`config.mk`:
```
export PLATFORM = sky130hd
export DESIGN_NAME = sram_ctrl_top
export DESIGN_NICKNAME = d
export VERILOG_FILES = /design/src/hw/sram_ctrl_pkg.sv /design/src/hw/sram_ctrl_top.sv /design/src/hw/word_port.sv /design/src/hw/mcr_port.sv /design/src/hw/sram_cycle.sv /design/src/hw/port_arbiter.sv
export SDC_FILE = /design/constraint.sdc
export NUM_CORES = 1
export LEC_CHECK = 0
export ABC_AREA = 0
export CELL_PAD_IN_SITES_DETAIL_PLACEMENT = 1
export CELL_PAD_IN_SITES_GLOBAL_PLACEMENT = 1
export CORE_MARGIN = 10
export CORE_UTILIZATION = 50
export CTS_BUF_LIST = sky130_fd_sc_hd__clkbuf_2 sky130_fd_sc_hd__clkbuf_4 sky130_fd_sc_hd__clkbuf_8
export CTS_CLUSTER_DIAMETER = 50
export CTS_CLUSTER_SIZE = 12
export DETAILED_ROUTE_END_ITERATION = 8
export DONT_BUFFER_PORTS = 1
export PLACE_DENSITY = 0.83
export SLEW_MARGIN = 20
export SYNTH_ARGS = -nofsm -noshare
export SYNTH_HDL_FRONTEND = slang
export SYNTH_SLANG_ARGS = --single-unit
```
`constraint.sdc`:
```
create_clock -name clk -period 10.4 [get_ports clk]
set_clock_uncertainty 0.05 [all_clocks]
set_input_delay 0.52 -clock clk [delete_from_list [all_inputs] [get_ports clk]]
set_output_delay 0.52 -clock clk [all_outputs]
set_load 0.02 [all_outputs]
```
`src/hw/sram_ctrl_pkg.sv`:
```
// assumes one 2^18 x 32 asynchronous SRAM split into fixed regions for three ports
`default_nettype none

package sram_ctrl_pkg;

   // ------------------------------------------------------------
   // sram geometry
   // ------------------------------------------------------------
   localparam int sram_addr_w = 18;
   localparam int sram_data_w = 32;

   // port widths
   localparam int mcr_addr_w  = 14;
   localparam int mcr_data_w  = 49;
   // upper microcode bits carried in the hi half
   localparam int mcr_hi_w    = mcr_data_w - sram_data_w;
   localparam int mem_addr_w  = 22;
   localparam int mem_map_w   = 17;
   localparam int vram_addr_w = 15;

   // ------------------------------------------------------------
   // region map on the top address bits
   //   0xx  main memory
   //   100  microcode, halfword select in bit 0
   //   110  video memory
   // ------------------------------------------------------------
   localparam int mem_prefix_w  = 1;
   localparam int mcr_prefix_w  = 3;
   localparam int vram_prefix_w = 3;

   localparam logic [mem_prefix_w-1:0]  mem_prefix  = 1'b0;
   localparam logic [mcr_prefix_w-1:0]  mcr_prefix  = 3'b100;
   localparam logic [vram_prefix_w-1:0] vram_prefix = 3'b110;

   // operations granted by the arbiter
   typedef enum logic [3:0] {
      op_idle,
      op_mcr_rd_hi,
      op_mcr_rd_lo,
      op_mcr_wr_hi,
      op_mcr_wr_lo,
      op_mem_rd,
      op_mem_wr,
      op_vram_rd,
      op_vram_wr
   } op_t;

   // one sram access as offered by a port
   typedef struct packed {
      logic [sram_addr_w-1:0] addr;
      logic [sram_data_w-1:0] wdata;
      logic                   write;
   } sram_req_t;

   // registered pins toward the sram, strobes active low
   typedef struct packed {
      logic [sram_addr_w-1:0] addr;
      logic [sram_data_w-1:0] dout;
      logic                   ce_n;
      logic                   oe_n;
      logic                   we_n;
   } sram_pins_t;

endpackage

`default_nettype wire
```
`src/hw/sram_ctrl_top.sv`:
```
// one clock for all ports; sram data bus is split into din and dout, tristate kept outside
`timescale 1ns/1ps
`default_nettype none

module sram_ctrl_top
   import sram_ctrl_pkg::*;
(
   input  logic                   clk,
   input  logic                   reset,
   // microcode
   input  logic                   mcr_rd_req,
   input  logic                   mcr_wr_req,
   input  logic [mcr_addr_w-1:0]  mcr_addr,
   input  logic [mcr_data_w-1:0]  mcr_wdata,
   output logic [mcr_data_w-1:0]  mcr_rdata,
   output logic                   mcr_ready,
   output logic                   mcr_done,
   // main memory
   input  logic                   mem_rd_req,
   input  logic                   mem_wr_req,
   input  logic [mem_addr_w-1:0]  mem_addr,
   input  logic [sram_data_w-1:0] mem_wdata,
   output logic [sram_data_w-1:0] mem_rdata,
   output logic                   mem_ready,
   output logic                   mem_done,
   // video memory
   input  logic                   vram_rd_req,
   input  logic                   vram_wr_req,
   input  logic [vram_addr_w-1:0] vram_addr,
   input  logic [sram_data_w-1:0] vram_wdata,
   output logic [sram_data_w-1:0] vram_rdata,
   output logic                   vram_ready,
   output logic                   vram_done,
   // sram
   input  logic [sram_data_w-1:0] sram_din,
   output sram_pins_t             sram
);

   op_t                    op;
   logic                   start, busy, cycle_done;
   logic [sram_data_w-1:0] seq_rdata;
   sram_req_t              mcr_req, mem_req, vram_req, seq_req;
   logic                   mcr_rd_pend, mcr_wr_pend;
   logic                   mem_rd_pend, mem_wr_pend;
   logic                   vram_rd_pend, vram_wr_pend;

   // ------------------------------------------------------------
   // granted access into the sequencer
   // ------------------------------------------------------------
   always_comb
   begin
      case (op)
         op_mcr_rd_hi, op_mcr_rd_lo, op_mcr_wr_hi, op_mcr_wr_lo: seq_req = mcr_req;
         op_mem_rd, op_mem_wr:                                   seq_req = mem_req;
         op_vram_rd, op_vram_wr:                                 seq_req = vram_req;
         default:                                                seq_req = '0;
      endcase
   end

   port_arbiter u_arb (
      .clk, .reset,
      .mcr_rd_pend, .mcr_wr_pend, .mem_rd_pend, .mem_wr_pend,
      .vram_rd_pend, .vram_wr_pend,
      .busy, .cycle_done, .op, .start
   );

   sram_cycle u_cycle (
      .clk, .reset, .start, .req(seq_req), .sram_din,
      .pins(sram), .rdata(seq_rdata), .busy, .cycle_done
   );

   mcr_port u_mcr (
      .clk, .reset, .rd_req(mcr_rd_req), .wr_req(mcr_wr_req),
      .addr(mcr_addr), .wdata(mcr_wdata), .rdata(mcr_rdata),
      .ready(mcr_ready), .done(mcr_done), .rd_pend(mcr_rd_pend), .wr_pend(mcr_wr_pend),
      .op, .cycle_done, .sram_rdata(seq_rdata), .req(mcr_req)
   );

   word_port #(
      .addr_w(mem_addr_w), .map_w(mem_map_w), .prefix_w(mem_prefix_w),
      .prefix(mem_prefix), .rd_op(op_mem_rd), .wr_op(op_mem_wr)
   ) u_mem (
      .clk, .reset, .rd_req(mem_rd_req), .wr_req(mem_wr_req),
      .addr(mem_addr), .wdata(mem_wdata), .rdata(mem_rdata),
      .ready(mem_ready), .done(mem_done), .rd_pend(mem_rd_pend), .wr_pend(mem_wr_pend),
      .op, .cycle_done, .sram_rdata(seq_rdata), .req(mem_req)
   );

   word_port #(
      .addr_w(vram_addr_w), .map_w(vram_addr_w), .prefix_w(vram_prefix_w),
      .prefix(vram_prefix), .rd_op(op_vram_rd), .wr_op(op_vram_wr)
   ) u_vram (
      .clk, .reset, .rd_req(vram_rd_req), .wr_req(vram_wr_req),
      .addr(vram_addr), .wdata(vram_wdata), .rdata(vram_rdata),
      .ready(vram_ready), .done(vram_done), .rd_pend(vram_rd_pend), .wr_pend(vram_wr_pend),
      .op, .cycle_done, .sram_rdata(seq_rdata), .req(vram_req)
   );

endmodule

`default_nettype wire

```
`src/hw/word_port.sv`:
```
// single-word port; addresses beyond map_w bits read as all ones and writes alias
`timescale 1ns/1ps
`default_nettype none

module word_port
   import sram_ctrl_pkg::*;
#(
   parameter int                  addr_w   = mem_addr_w,
   parameter int                  map_w    = mem_map_w,
   parameter int                  prefix_w = mem_prefix_w,
   parameter logic [prefix_w-1:0] prefix   = mem_prefix,
   parameter op_t                 rd_op    = op_mem_rd,
   parameter op_t                 wr_op    = op_mem_wr
)
(
   input  logic                   clk,
   input  logic                   reset,
   input  logic                   rd_req,
   input  logic                   wr_req,
   input  logic [addr_w-1:0]      addr,
   input  logic [sram_data_w-1:0] wdata,
   output logic [sram_data_w-1:0] rdata,
   output logic                   ready,
   output logic                   done,
   output logic                   rd_pend,
   output logic                   wr_pend,
   input  op_t                    op,
   input  logic                   cycle_done,
   input  logic [sram_data_w-1:0] sram_rdata,
   output sram_req_t              req
);

   logic [addr_w-1:0]      addr_q;
   logic [sram_data_w-1:0] wdata_q;
   logic                   own_op;
   logic                   in_range;

   assign own_op  = (op == rd_op) || (op == wr_op);
   assign rd_pend = rd_req && !ready;
   assign wr_pend = wr_req && !done;

   always_ff @(posedge clk)
   begin
      if (!own_op && (rd_req || wr_req))
         addr_q <= addr;
      if (!own_op && wr_req)
         wdata_q <= wdata;
   end

   // ------------------------------------------------------------
   // region mapping
   // ------------------------------------------------------------
   generate
      if (addr_w > map_w)
      begin : g_range
         assign in_range = (addr_q[addr_w-1:map_w] == '0);
      end
      else
      begin : g_full
         // whole address reaches the sram
         assign in_range = 1'b1;
      end
   endgenerate

   assign req.addr  = {prefix, addr_q[map_w-1:0]};
   assign req.wdata = wdata_q;
   assign req.write = (op == wr_op);

   always_ff @(posedge clk)
   begin
      if (cycle_done && op == rd_op)
         rdata <= in_range ? sram_rdata : '1;
   end

   // ready/done held until the request drops
   always_ff @(posedge clk)
   begin
      if (reset)
      begin
         ready <= 1'b0;
         done  <= 1'b0;
      end
      else
      begin
         if (cycle_done && op == rd_op)
            ready <= 1'b1;
         else if (!rd_req)
            ready <= 1'b0;
         if (cycle_done && op == wr_op)
            done <= 1'b1;
         else if (!wr_req)
            done <= 1'b0;
      end
   end

endmodule

`default_nettype wire

```
`src/hw/mcr_port.sv`:
```
// 49-bit word held in two sram words: hi half at even address zero-extended, lo half at odd
`timescale 1ns/1ps
`default_nettype none

module mcr_port
   import sram_ctrl_pkg::*;
(
   input  logic                   clk,
   input  logic                   reset,
   input  logic                   rd_req,
   input  logic                   wr_req,
   input  logic [mcr_addr_w-1:0]  addr,
   input  logic [mcr_data_w-1:0]  wdata,
   output logic [mcr_data_w-1:0]  rdata,
   output logic                   ready,
   output logic                   done,
   output logic                   rd_pend,
   output logic                   wr_pend,
   input  op_t                    op,
   input  logic                   cycle_done,
   input  logic [sram_data_w-1:0] sram_rdata,
   output sram_req_t              req
);

   logic [mcr_addr_w-1:0] addr_q;
   logic [mcr_data_w-1:0] wdata_q;
   logic                  own_op;
   logic                  is_write;
   logic                  lo_half;

   assign own_op   = (op == op_mcr_rd_hi) || (op == op_mcr_rd_lo) ||
                     (op == op_mcr_wr_hi) || (op == op_mcr_wr_lo);
   assign is_write = (op == op_mcr_wr_hi) || (op == op_mcr_wr_lo);

   // the lo half is launched while the hi completion is still on cycle_done
   assign lo_half  = (op == op_mcr_rd_lo) || (op == op_mcr_wr_lo) || cycle_done;

   assign rd_pend = rd_req && !ready;
   assign wr_pend = wr_req && !done;

   // hold address and data until both halves are through
   always_ff @(posedge clk)
   begin
      if (!own_op && (rd_req || wr_req))
         addr_q <= addr;
      if (!own_op && wr_req)
         wdata_q <= wdata;
   end

   assign req.addr  = {mcr_prefix, addr_q, lo_half};
   assign req.wdata = lo_half ? wdata_q[sram_data_w-1:0] :
                      {{(sram_data_w-mcr_hi_w){1'b0}}, wdata_q[mcr_data_w-1:sram_data_w]};
   assign req.write = is_write;

   // ------------------------------------------------------------
   // read assembly
   // ------------------------------------------------------------
   always_ff @(posedge clk)
   begin
      if (cycle_done && op == op_mcr_rd_hi)
         rdata[mcr_data_w-1:sram_data_w] <= sram_rdata[mcr_hi_w-1:0];
      if (cycle_done && op == op_mcr_rd_lo)
         rdata[sram_data_w-1:0] <= sram_rdata;
   end

   // completion only after the lo half
   always_ff @(posedge clk)
   begin
      if (reset)
      begin
         ready <= 1'b0;
         done  <= 1'b0;
      end
      else
      begin
         if (cycle_done && op == op_mcr_rd_lo)
            ready <= 1'b1;
         else if (!rd_req)
            ready <= 1'b0;
         if (cycle_done && op == op_mcr_wr_lo)
            done <= 1'b1;
         else if (!wr_req)
            done <= 1'b0;
      end
   end

endmodule

`default_nettype wire

```
`src/hw/sram_cycle.sv`:
```
// every access is four clocks with all pins registered; read data sampled at the last clock
`timescale 1ns/1ps
`default_nettype none

module sram_cycle
   import sram_ctrl_pkg::*;
(
   input  logic                   clk,
   input  logic                   reset,
   input  logic                   start,
   input  sram_req_t              req,
   input  logic [sram_data_w-1:0] sram_din,
   output sram_pins_t             pins,
   output logic [sram_data_w-1:0] rdata,
   output logic                   busy,
   output logic                   cycle_done
);

   // 0 idle, 1 and 2 strobe held, 3 sample
   logic [1:0]             phase;
   logic [sram_addr_w-1:0] addr_q;
   logic [sram_data_w-1:0] dout_q;
   logic                   ce_n_q;
   logic                   oe_n_q;
   logic                   we_n_q;

   // ------------------------------------------------------------
   // control and strobes
   // ------------------------------------------------------------
   always_ff @(posedge clk)
   begin
      if (reset)
      begin
         phase      <= 2'd0;
         ce_n_q     <= 1'b1;
         oe_n_q     <= 1'b1;
         we_n_q     <= 1'b1;
         cycle_done <= 1'b0;
      end
      else
      begin
         cycle_done <= 1'b0;
         case (phase)
            2'd0:
            begin
               if (start)
               begin
                  ce_n_q <= 1'b0;
                  oe_n_q <= req.write;
                  we_n_q <= !req.write;
                  phase  <= 2'd1;
               end
            end
            2'd1: phase <= 2'd2;
            2'd2: phase <= 2'd3;
            default:
            begin
               // release the bus
               ce_n_q     <= 1'b1;
               oe_n_q     <= 1'b1;
               we_n_q     <= 1'b1;
               cycle_done <= 1'b1;
               phase      <= 2'd0;
            end
         endcase
      end
   end

   // address, write data and read capture
   always_ff @(posedge clk)
   begin
      if (phase == 2'd0 && start)
      begin
         addr_q <= req.addr;
         dout_q <= req.wdata;
      end
      if (phase == 2'd3)
         rdata <= sram_din;
   end

   assign busy = (phase != 2'd0);
   assign pins = '{addr: addr_q, dout: dout_q, ce_n: ce_n_q, oe_n: oe_n_q, we_n: we_n_q};

   a_oe_we_excl: assert property (@(posedge clk) disable iff (reset)
      !(!pins.oe_n && !pins.we_n));

   a_strobe_needs_ce: assert property (@(posedge clk) disable iff (reset)
      (!pins.oe_n || !pins.we_n) |-> !pins.ce_n);

endmodule

`default_nettype wire

```
`src/hw/port_arbiter.sv`:
```
// fixed priority, one operation at a time; a microcode access always runs hi then lo half
`timescale 1ns/1ps
`default_nettype none

module port_arbiter
   import sram_ctrl_pkg::*;
(
   input  logic clk,
   input  logic reset,
   input  logic mcr_rd_pend,
   input  logic mcr_wr_pend,
   input  logic mem_rd_pend,
   input  logic mem_wr_pend,
   input  logic vram_rd_pend,
   input  logic vram_wr_pend,
   input  logic busy,
   input  logic cycle_done,
   output op_t  op,
   output logic start
);

   op_t  grant;
   logic any_pend;
   logic start_q;
   logic chain;

   // ------------------------------------------------------------
   // priority pick
   // ------------------------------------------------------------
   always_comb
   begin
      grant = op_idle;
      if (mcr_rd_pend)
         grant = op_mcr_rd_hi;
      else if (mcr_wr_pend)
         grant = op_mcr_wr_hi;
      else if (mem_rd_pend)
         grant = op_mem_rd;
      else if (mem_wr_pend)
         grant = op_mem_wr;
      else if (vram_rd_pend)
         grant = op_vram_rd;
      else if (vram_wr_pend)
         grant = op_vram_wr;
   end

   assign any_pend = (grant != op_idle);

   // lo half issued in the same cycle the hi half completes
   assign chain = cycle_done && (op == op_mcr_rd_hi || op == op_mcr_wr_hi);

   assign start = start_q | chain;

   // ------------------------------------------------------------
   // operation state
   // ------------------------------------------------------------
   always_ff @(posedge clk)
   begin
      if (reset)
      begin
         op      <= op_idle;
         start_q <= 1'b0;
      end
      else
      begin
         start_q <= 1'b0;
         if (op == op_idle)
         begin
            if (any_pend && !busy)
            begin
               op      <= grant;
               start_q <= 1'b1;
            end
         end
         else if (cycle_done)
         begin
            case (op)
               op_mcr_rd_hi: op <= op_mcr_rd_lo;
               op_mcr_wr_hi: op <= op_mcr_wr_lo;
               default:      op <= op_idle;
            endcase
         end
      end
   end

   // sequencer must be free whenever an access is launched
   a_start_not_busy: assert property (@(posedge clk) disable iff (reset)
      start |-> !busy);

endmodule

`default_nettype wire

```
==> Implementation_results.wiki <==
{| class="wikitable"
! Metric !! Value
|-
| Sequential fraction of the synthesis area || a little under nine tenths
|-
| Setup Fix Bufs, Post-CTS || 0
|-
| Top post-synthesis cells by count || sky130_fd_sc_hd__edfxtp_1 (359), sky130_fd_sc_hd__inv_1 (37), sky130_fd_sc_hd__or3_1 (33), sky130_fd_sc_hd__a222oi_1 (29), sky130_fd_sc_hd__nor2_1 (27)
|-
| Sinks on Clock Net || 376
|-
| Mapped Cells || approximately 660
|-
| Post-synth EDFFs || 359
|-
| Static leakage || 5.68 nW
|-
| Post-route ant nets || 0
|-
| Share of the clock period used by the worst path || a little under a third
|-
| Total overflow reported by the global router || 0
|-
| Worst VDD drop || 0.193 mV
|-
| Cell types occupying the most area after synthesis || sky130_fd_sc_hd__edfxtp_1 (83%), sky130_fd_sc_hd__dfxtp_1 (2.6%), sky130_fd_sc_hd__a222oi_1 (2.2%)
|-
| Count of synthesis-stage warnings from yosys || 0
|-
| Cell taking the most area after synthesis || sky130_fd_sc_hd__edfxtp_1
|-
| CTS HTree Levels || 2
|-
| Post-layout net count || 1091
|-
| Worst Tran Pin Value || 1.09 ns
|-
| Power per cell area || roughly 240 nW/µm²
|-
| Internal cell power || 2.63 mW
|-
| Achievable frequency || 307 MHz
|-
| GRT Util Overall || 25.7%
|-
| Area of the die || 32800 µm²
|-
| Total Routed Length || 45500 µm
|-
| Crit path launch type || register
|-
| Clock insertion delay at the later pin of the skew report || a little under 0.6 ns
|-
| Count of buffers inserted at the top-level ports || 0
|-
| Horiz. Die Dim || 181 µm
|-
| Minimum clock period after layout || 3.26 ns
|-
| Logic pwr share || around 16%
|-
| WS Path Type || reg2reg
|-
| Post-synthesis cell area || ~13000 µm²
|-
| Number of fill cells in the layout || 2158
|-
| Count leader, synth || sky130_fd_sc_hd__edfxtp_1
|-
| CP Max Fanout || 20
|-
| Post-Route Utilization || 63.9%
|-
| Average wire per standard cell || between 30 and 40 µm
|-
| Std-Cell Rows || 58
|-
| Die boundary height || 181 µm
|-
| Via count of the first global-routing pass || slightly above 8000
|-
| Switching Power || about 1.2 mW
|-
| Clk buf depth || 3
|-
| Violations in the final reports || DRC
|-
| Synthesized net count || 871
|-
| Count of max-cap constraint violations || 0
|-
| Required @ worst endpoint || 10.76 ns
|-
| Post-route DRC || 8
|-
| Fraction of layout cells with a size suffix above 1 || 10.9%
|-
| Final-layout setup total negative slack || 0 ns
|-
| Portion of total power attributed to the clock network || 26.9%
|-
| Cts bufs inserted || 42
|-
| Path category of the worst min-delay check || in2reg
|-
| Pin count of the biggest net entering global routing || 52
|-
| Switching share of total power || a little under a third
|-
| Clock Tree Root || sky130_fd_sc_hd__clkbuf_8
|-
| Worst rel slew slack || 27.1%
|-
| Yosys top cell area share || between 80% and 90%
|-
| Routed via count divided by cell count || 6.17
|-
| Final Hold Fails || 0
|-
| Endpoint type of the worst setup path || register
|-
| Primary FF master, synth || sky130_fd_sc_hd__edfxtp_1
|-
| Starting density of the core || 51.1%
|-
| Global-route wire length before repair || just over 60000 µm
|-
| Resize count post-CTS || 0
|-
| Run status || finished, violations left
|-
| CTS tree || done
|-
| Async set-reset flop share out of synthesis || 0%
|-
| Synthesized area per cell || 19.6 µm²
|-
| Starting DRT DRC Count || 839
|-
| Synthesis-stage register bit count || between 300 and 400
|-
| Area added between synthesis and finish || 24.9%
|-
| Number of antenna violations at the first check in global routing || 8
|-
| Power share of the sequential group || 57.4%
|-
| HPWL reported at the end of detailed placement || 25300 µm
|-
| RSZ-0062 raised after global routing || no
|-
| Arrival @ worst endpoint || 3.62 ns
|-
| Core region area || 25400 µm²
|-
| Overall via count from detail_route || around 7700
|-
| # IOs || 376
|-
| Setup violators final || 0
|-
| Routability congestion estimate from global placement || 0.834
|-
| Max Transition Viols Final || 0
|-
| Reg clk slew, reported paths || 0.10 ns
|-
| Detailed-router iteration count before antenna repair || 9
|-
| Number of distinct library cells after synthesis || 48
|}
[layout by cell type (no fill, tap or decap), types with 3 or more instances in the layout]
master / instances
sky130_fd_sc_hd__ha_1: 4
sky130_fd_sc_hd__nor2_1: 19
sky130_fd_sc_hd__nor2_4: 5
sky130_fd_sc_hd__o21ai_1: 14
sky130_fd_sc_hd__inv_1: 37
sky130_fd_sc_hd__nand2b_1: 9
sky130_fd_sc_hd__clkbuf_8: 44
sky130_fd_sc_hd__buf_4: 7
sky130_fd_sc_hd__diode_2: 12
sky130_fd_sc_hd__edfxtp_1: 359
sky130_fd_sc_hd__nand2_1: 6
sky130_fd_sc_hd__mux2i_1: 18
sky130_fd_sc_hd__a21oi_1: 7
sky130_fd_sc_hd__nor2_2: 5
sky130_fd_sc_hd__a222oi_1: 29
sky130_fd_sc_hd__a22oi_1: 18
sky130_fd_sc_hd__dlygate4sd3_1: 196
sky130_fd_sc_hd__clkinvlp_4: 5
sky130_fd_sc_hd__o21ai_0: 8
sky130_fd_sc_hd__clkbuf_4: 13
sky130_fd_sc_hd__or3_1: 33
sky130_fd_sc_hd__o22ai_1: 3
sky130_fd_sc_hd__and3_1: 4
sky130_fd_sc_hd__nand3_1: 4
sky130_fd_sc_hd__dfxtp_1: 17
sky130_fd_sc_hd__inv_8: 3
sky130_fd_sc_hd__nor2b_1: 5
[worst max-delay path, stage by stage (launching register included)]
cell and delay (ns):
sky130_fd_sc_hd__dfxtp_1 0.48, sky130_fd_sc_hd__o21ai_0 0.46, sky130_fd_sc_hd__nand3_1 0.78, sky130_fd_sc_hd__nor2_2 0.89, sky130_fd_sc_hd__a222oi_1 0.20, sky130_fd_sc_hd__inv_1 0.22
[power by group through the flow]
stage,logic (mW),registers [mW],clock network [mW]
finish,0.605,2.21,1.04
global route,0.639,2.23,1.11
CTS,0.543,2.18,1.00
detailed placement,0.478,2.21,0
global placement,0.434,2.19,0
floorplan,0.384,2.13,0
[repair_timing]
action,4_1_cts,5_1_grt
endpoints found under the hold margin,210,0
hold buffers,196,0
endpoints found under the setup margin,0,0
[final cells by class]
cell class,count,area [µm²],area share [%]
Antenna cell,12,30.0,0.185
Clock buffer,57,703,4.34
Multi-Input combinational cell,220,1620,10.0
Timing Repair Buffer,206,2070,12.8
Sequential cell,376,11100,68.6
Tap cell,330,413,2.55
Clock inverter,11,115,0.710
Inverter,37,139,0.856
[flip-flops by register name (all words and copies together) (netlist names), 2 cells and up]
register        cells
u_arb.op            4
u_cycle.addr_q     18
u_cycle.dout_q     32
u_cycle.phase       2
u_cycle.rdata      32
u_mcr.addr_q       14
u_mcr.rdata        49
u_mcr.wdata_q      49
u_mem.addr_q       22
u_mem.rdata        32
u_mem.wdata_q      32
u_vram.addr_q      15
u_vram.rdata       32
u_vram.wdata_q     32
[worst paths after layout]
kind | from | cells after the start | slack [ns] | end
worst max-delay path | u_arb.op[1] | 5 | 7.14 | u_cycle.dout_q[21]
worst min-delay path | sram_din[24] | 0 | 0.04 | u_cycle.rdata[24]
worst max register to register | u_arb.op[1] | 5 | 7.14 | u_cycle.dout_q[21]
worst min register to register | u_cycle.rdata[24] | 0 | 0.42 | u_mcr.rdata[24]
[through the flow]
stage / hold slack, ns / std cells / setup slack [ns] / area (µm²) / power [mW]
6_report: 0.0421 / 1249 / 7.14 / 16200 / 3.85
5_1_grt: 0.00862 / 1247 / 7.04 / 16200 / 3.98
4_1_cts: 0.00139 / 1234 / 7.24 / 16100 / 3.73
3_5_place_dp: 0.413 / 970 / 7.23 / 13300 / 2.69
3_3_place_gp: 0.399 / 970 / 7.48 / 13300 / 2.62
2_1_floorplan: 0.388 / 663 / 5.48 / 13000 / 2.52
[per-layer routing]
layer | global-route usage (%) | part of all wire (%) | up-vias
li1 | - | - | 3059
met4 | 14.8 | 5.4 | 0
met2 | 44.0 | 52 | 696
met1 | 27.5 | 33 | 3826
met3 | 8.19 | 10 | 127
met5 | 0 | 0 | -
[cells by family after synthesis]
| kind of cell | count (synthesis) | share of synthesized area (%) |
|---|---|---|
| simple gates | 102 | 4.40 |
| compound gates | 95 | 5.62 |
| xor+xnor | 1 | 0.0674 |
| fa+ha+maj | 4 | 0.385 |
| mux | 18 | 1.39 |
| flops | 376 | 85.6 |
| buf+inv | 67 | 2.52 |
Power figures use the tool's default switching activity.
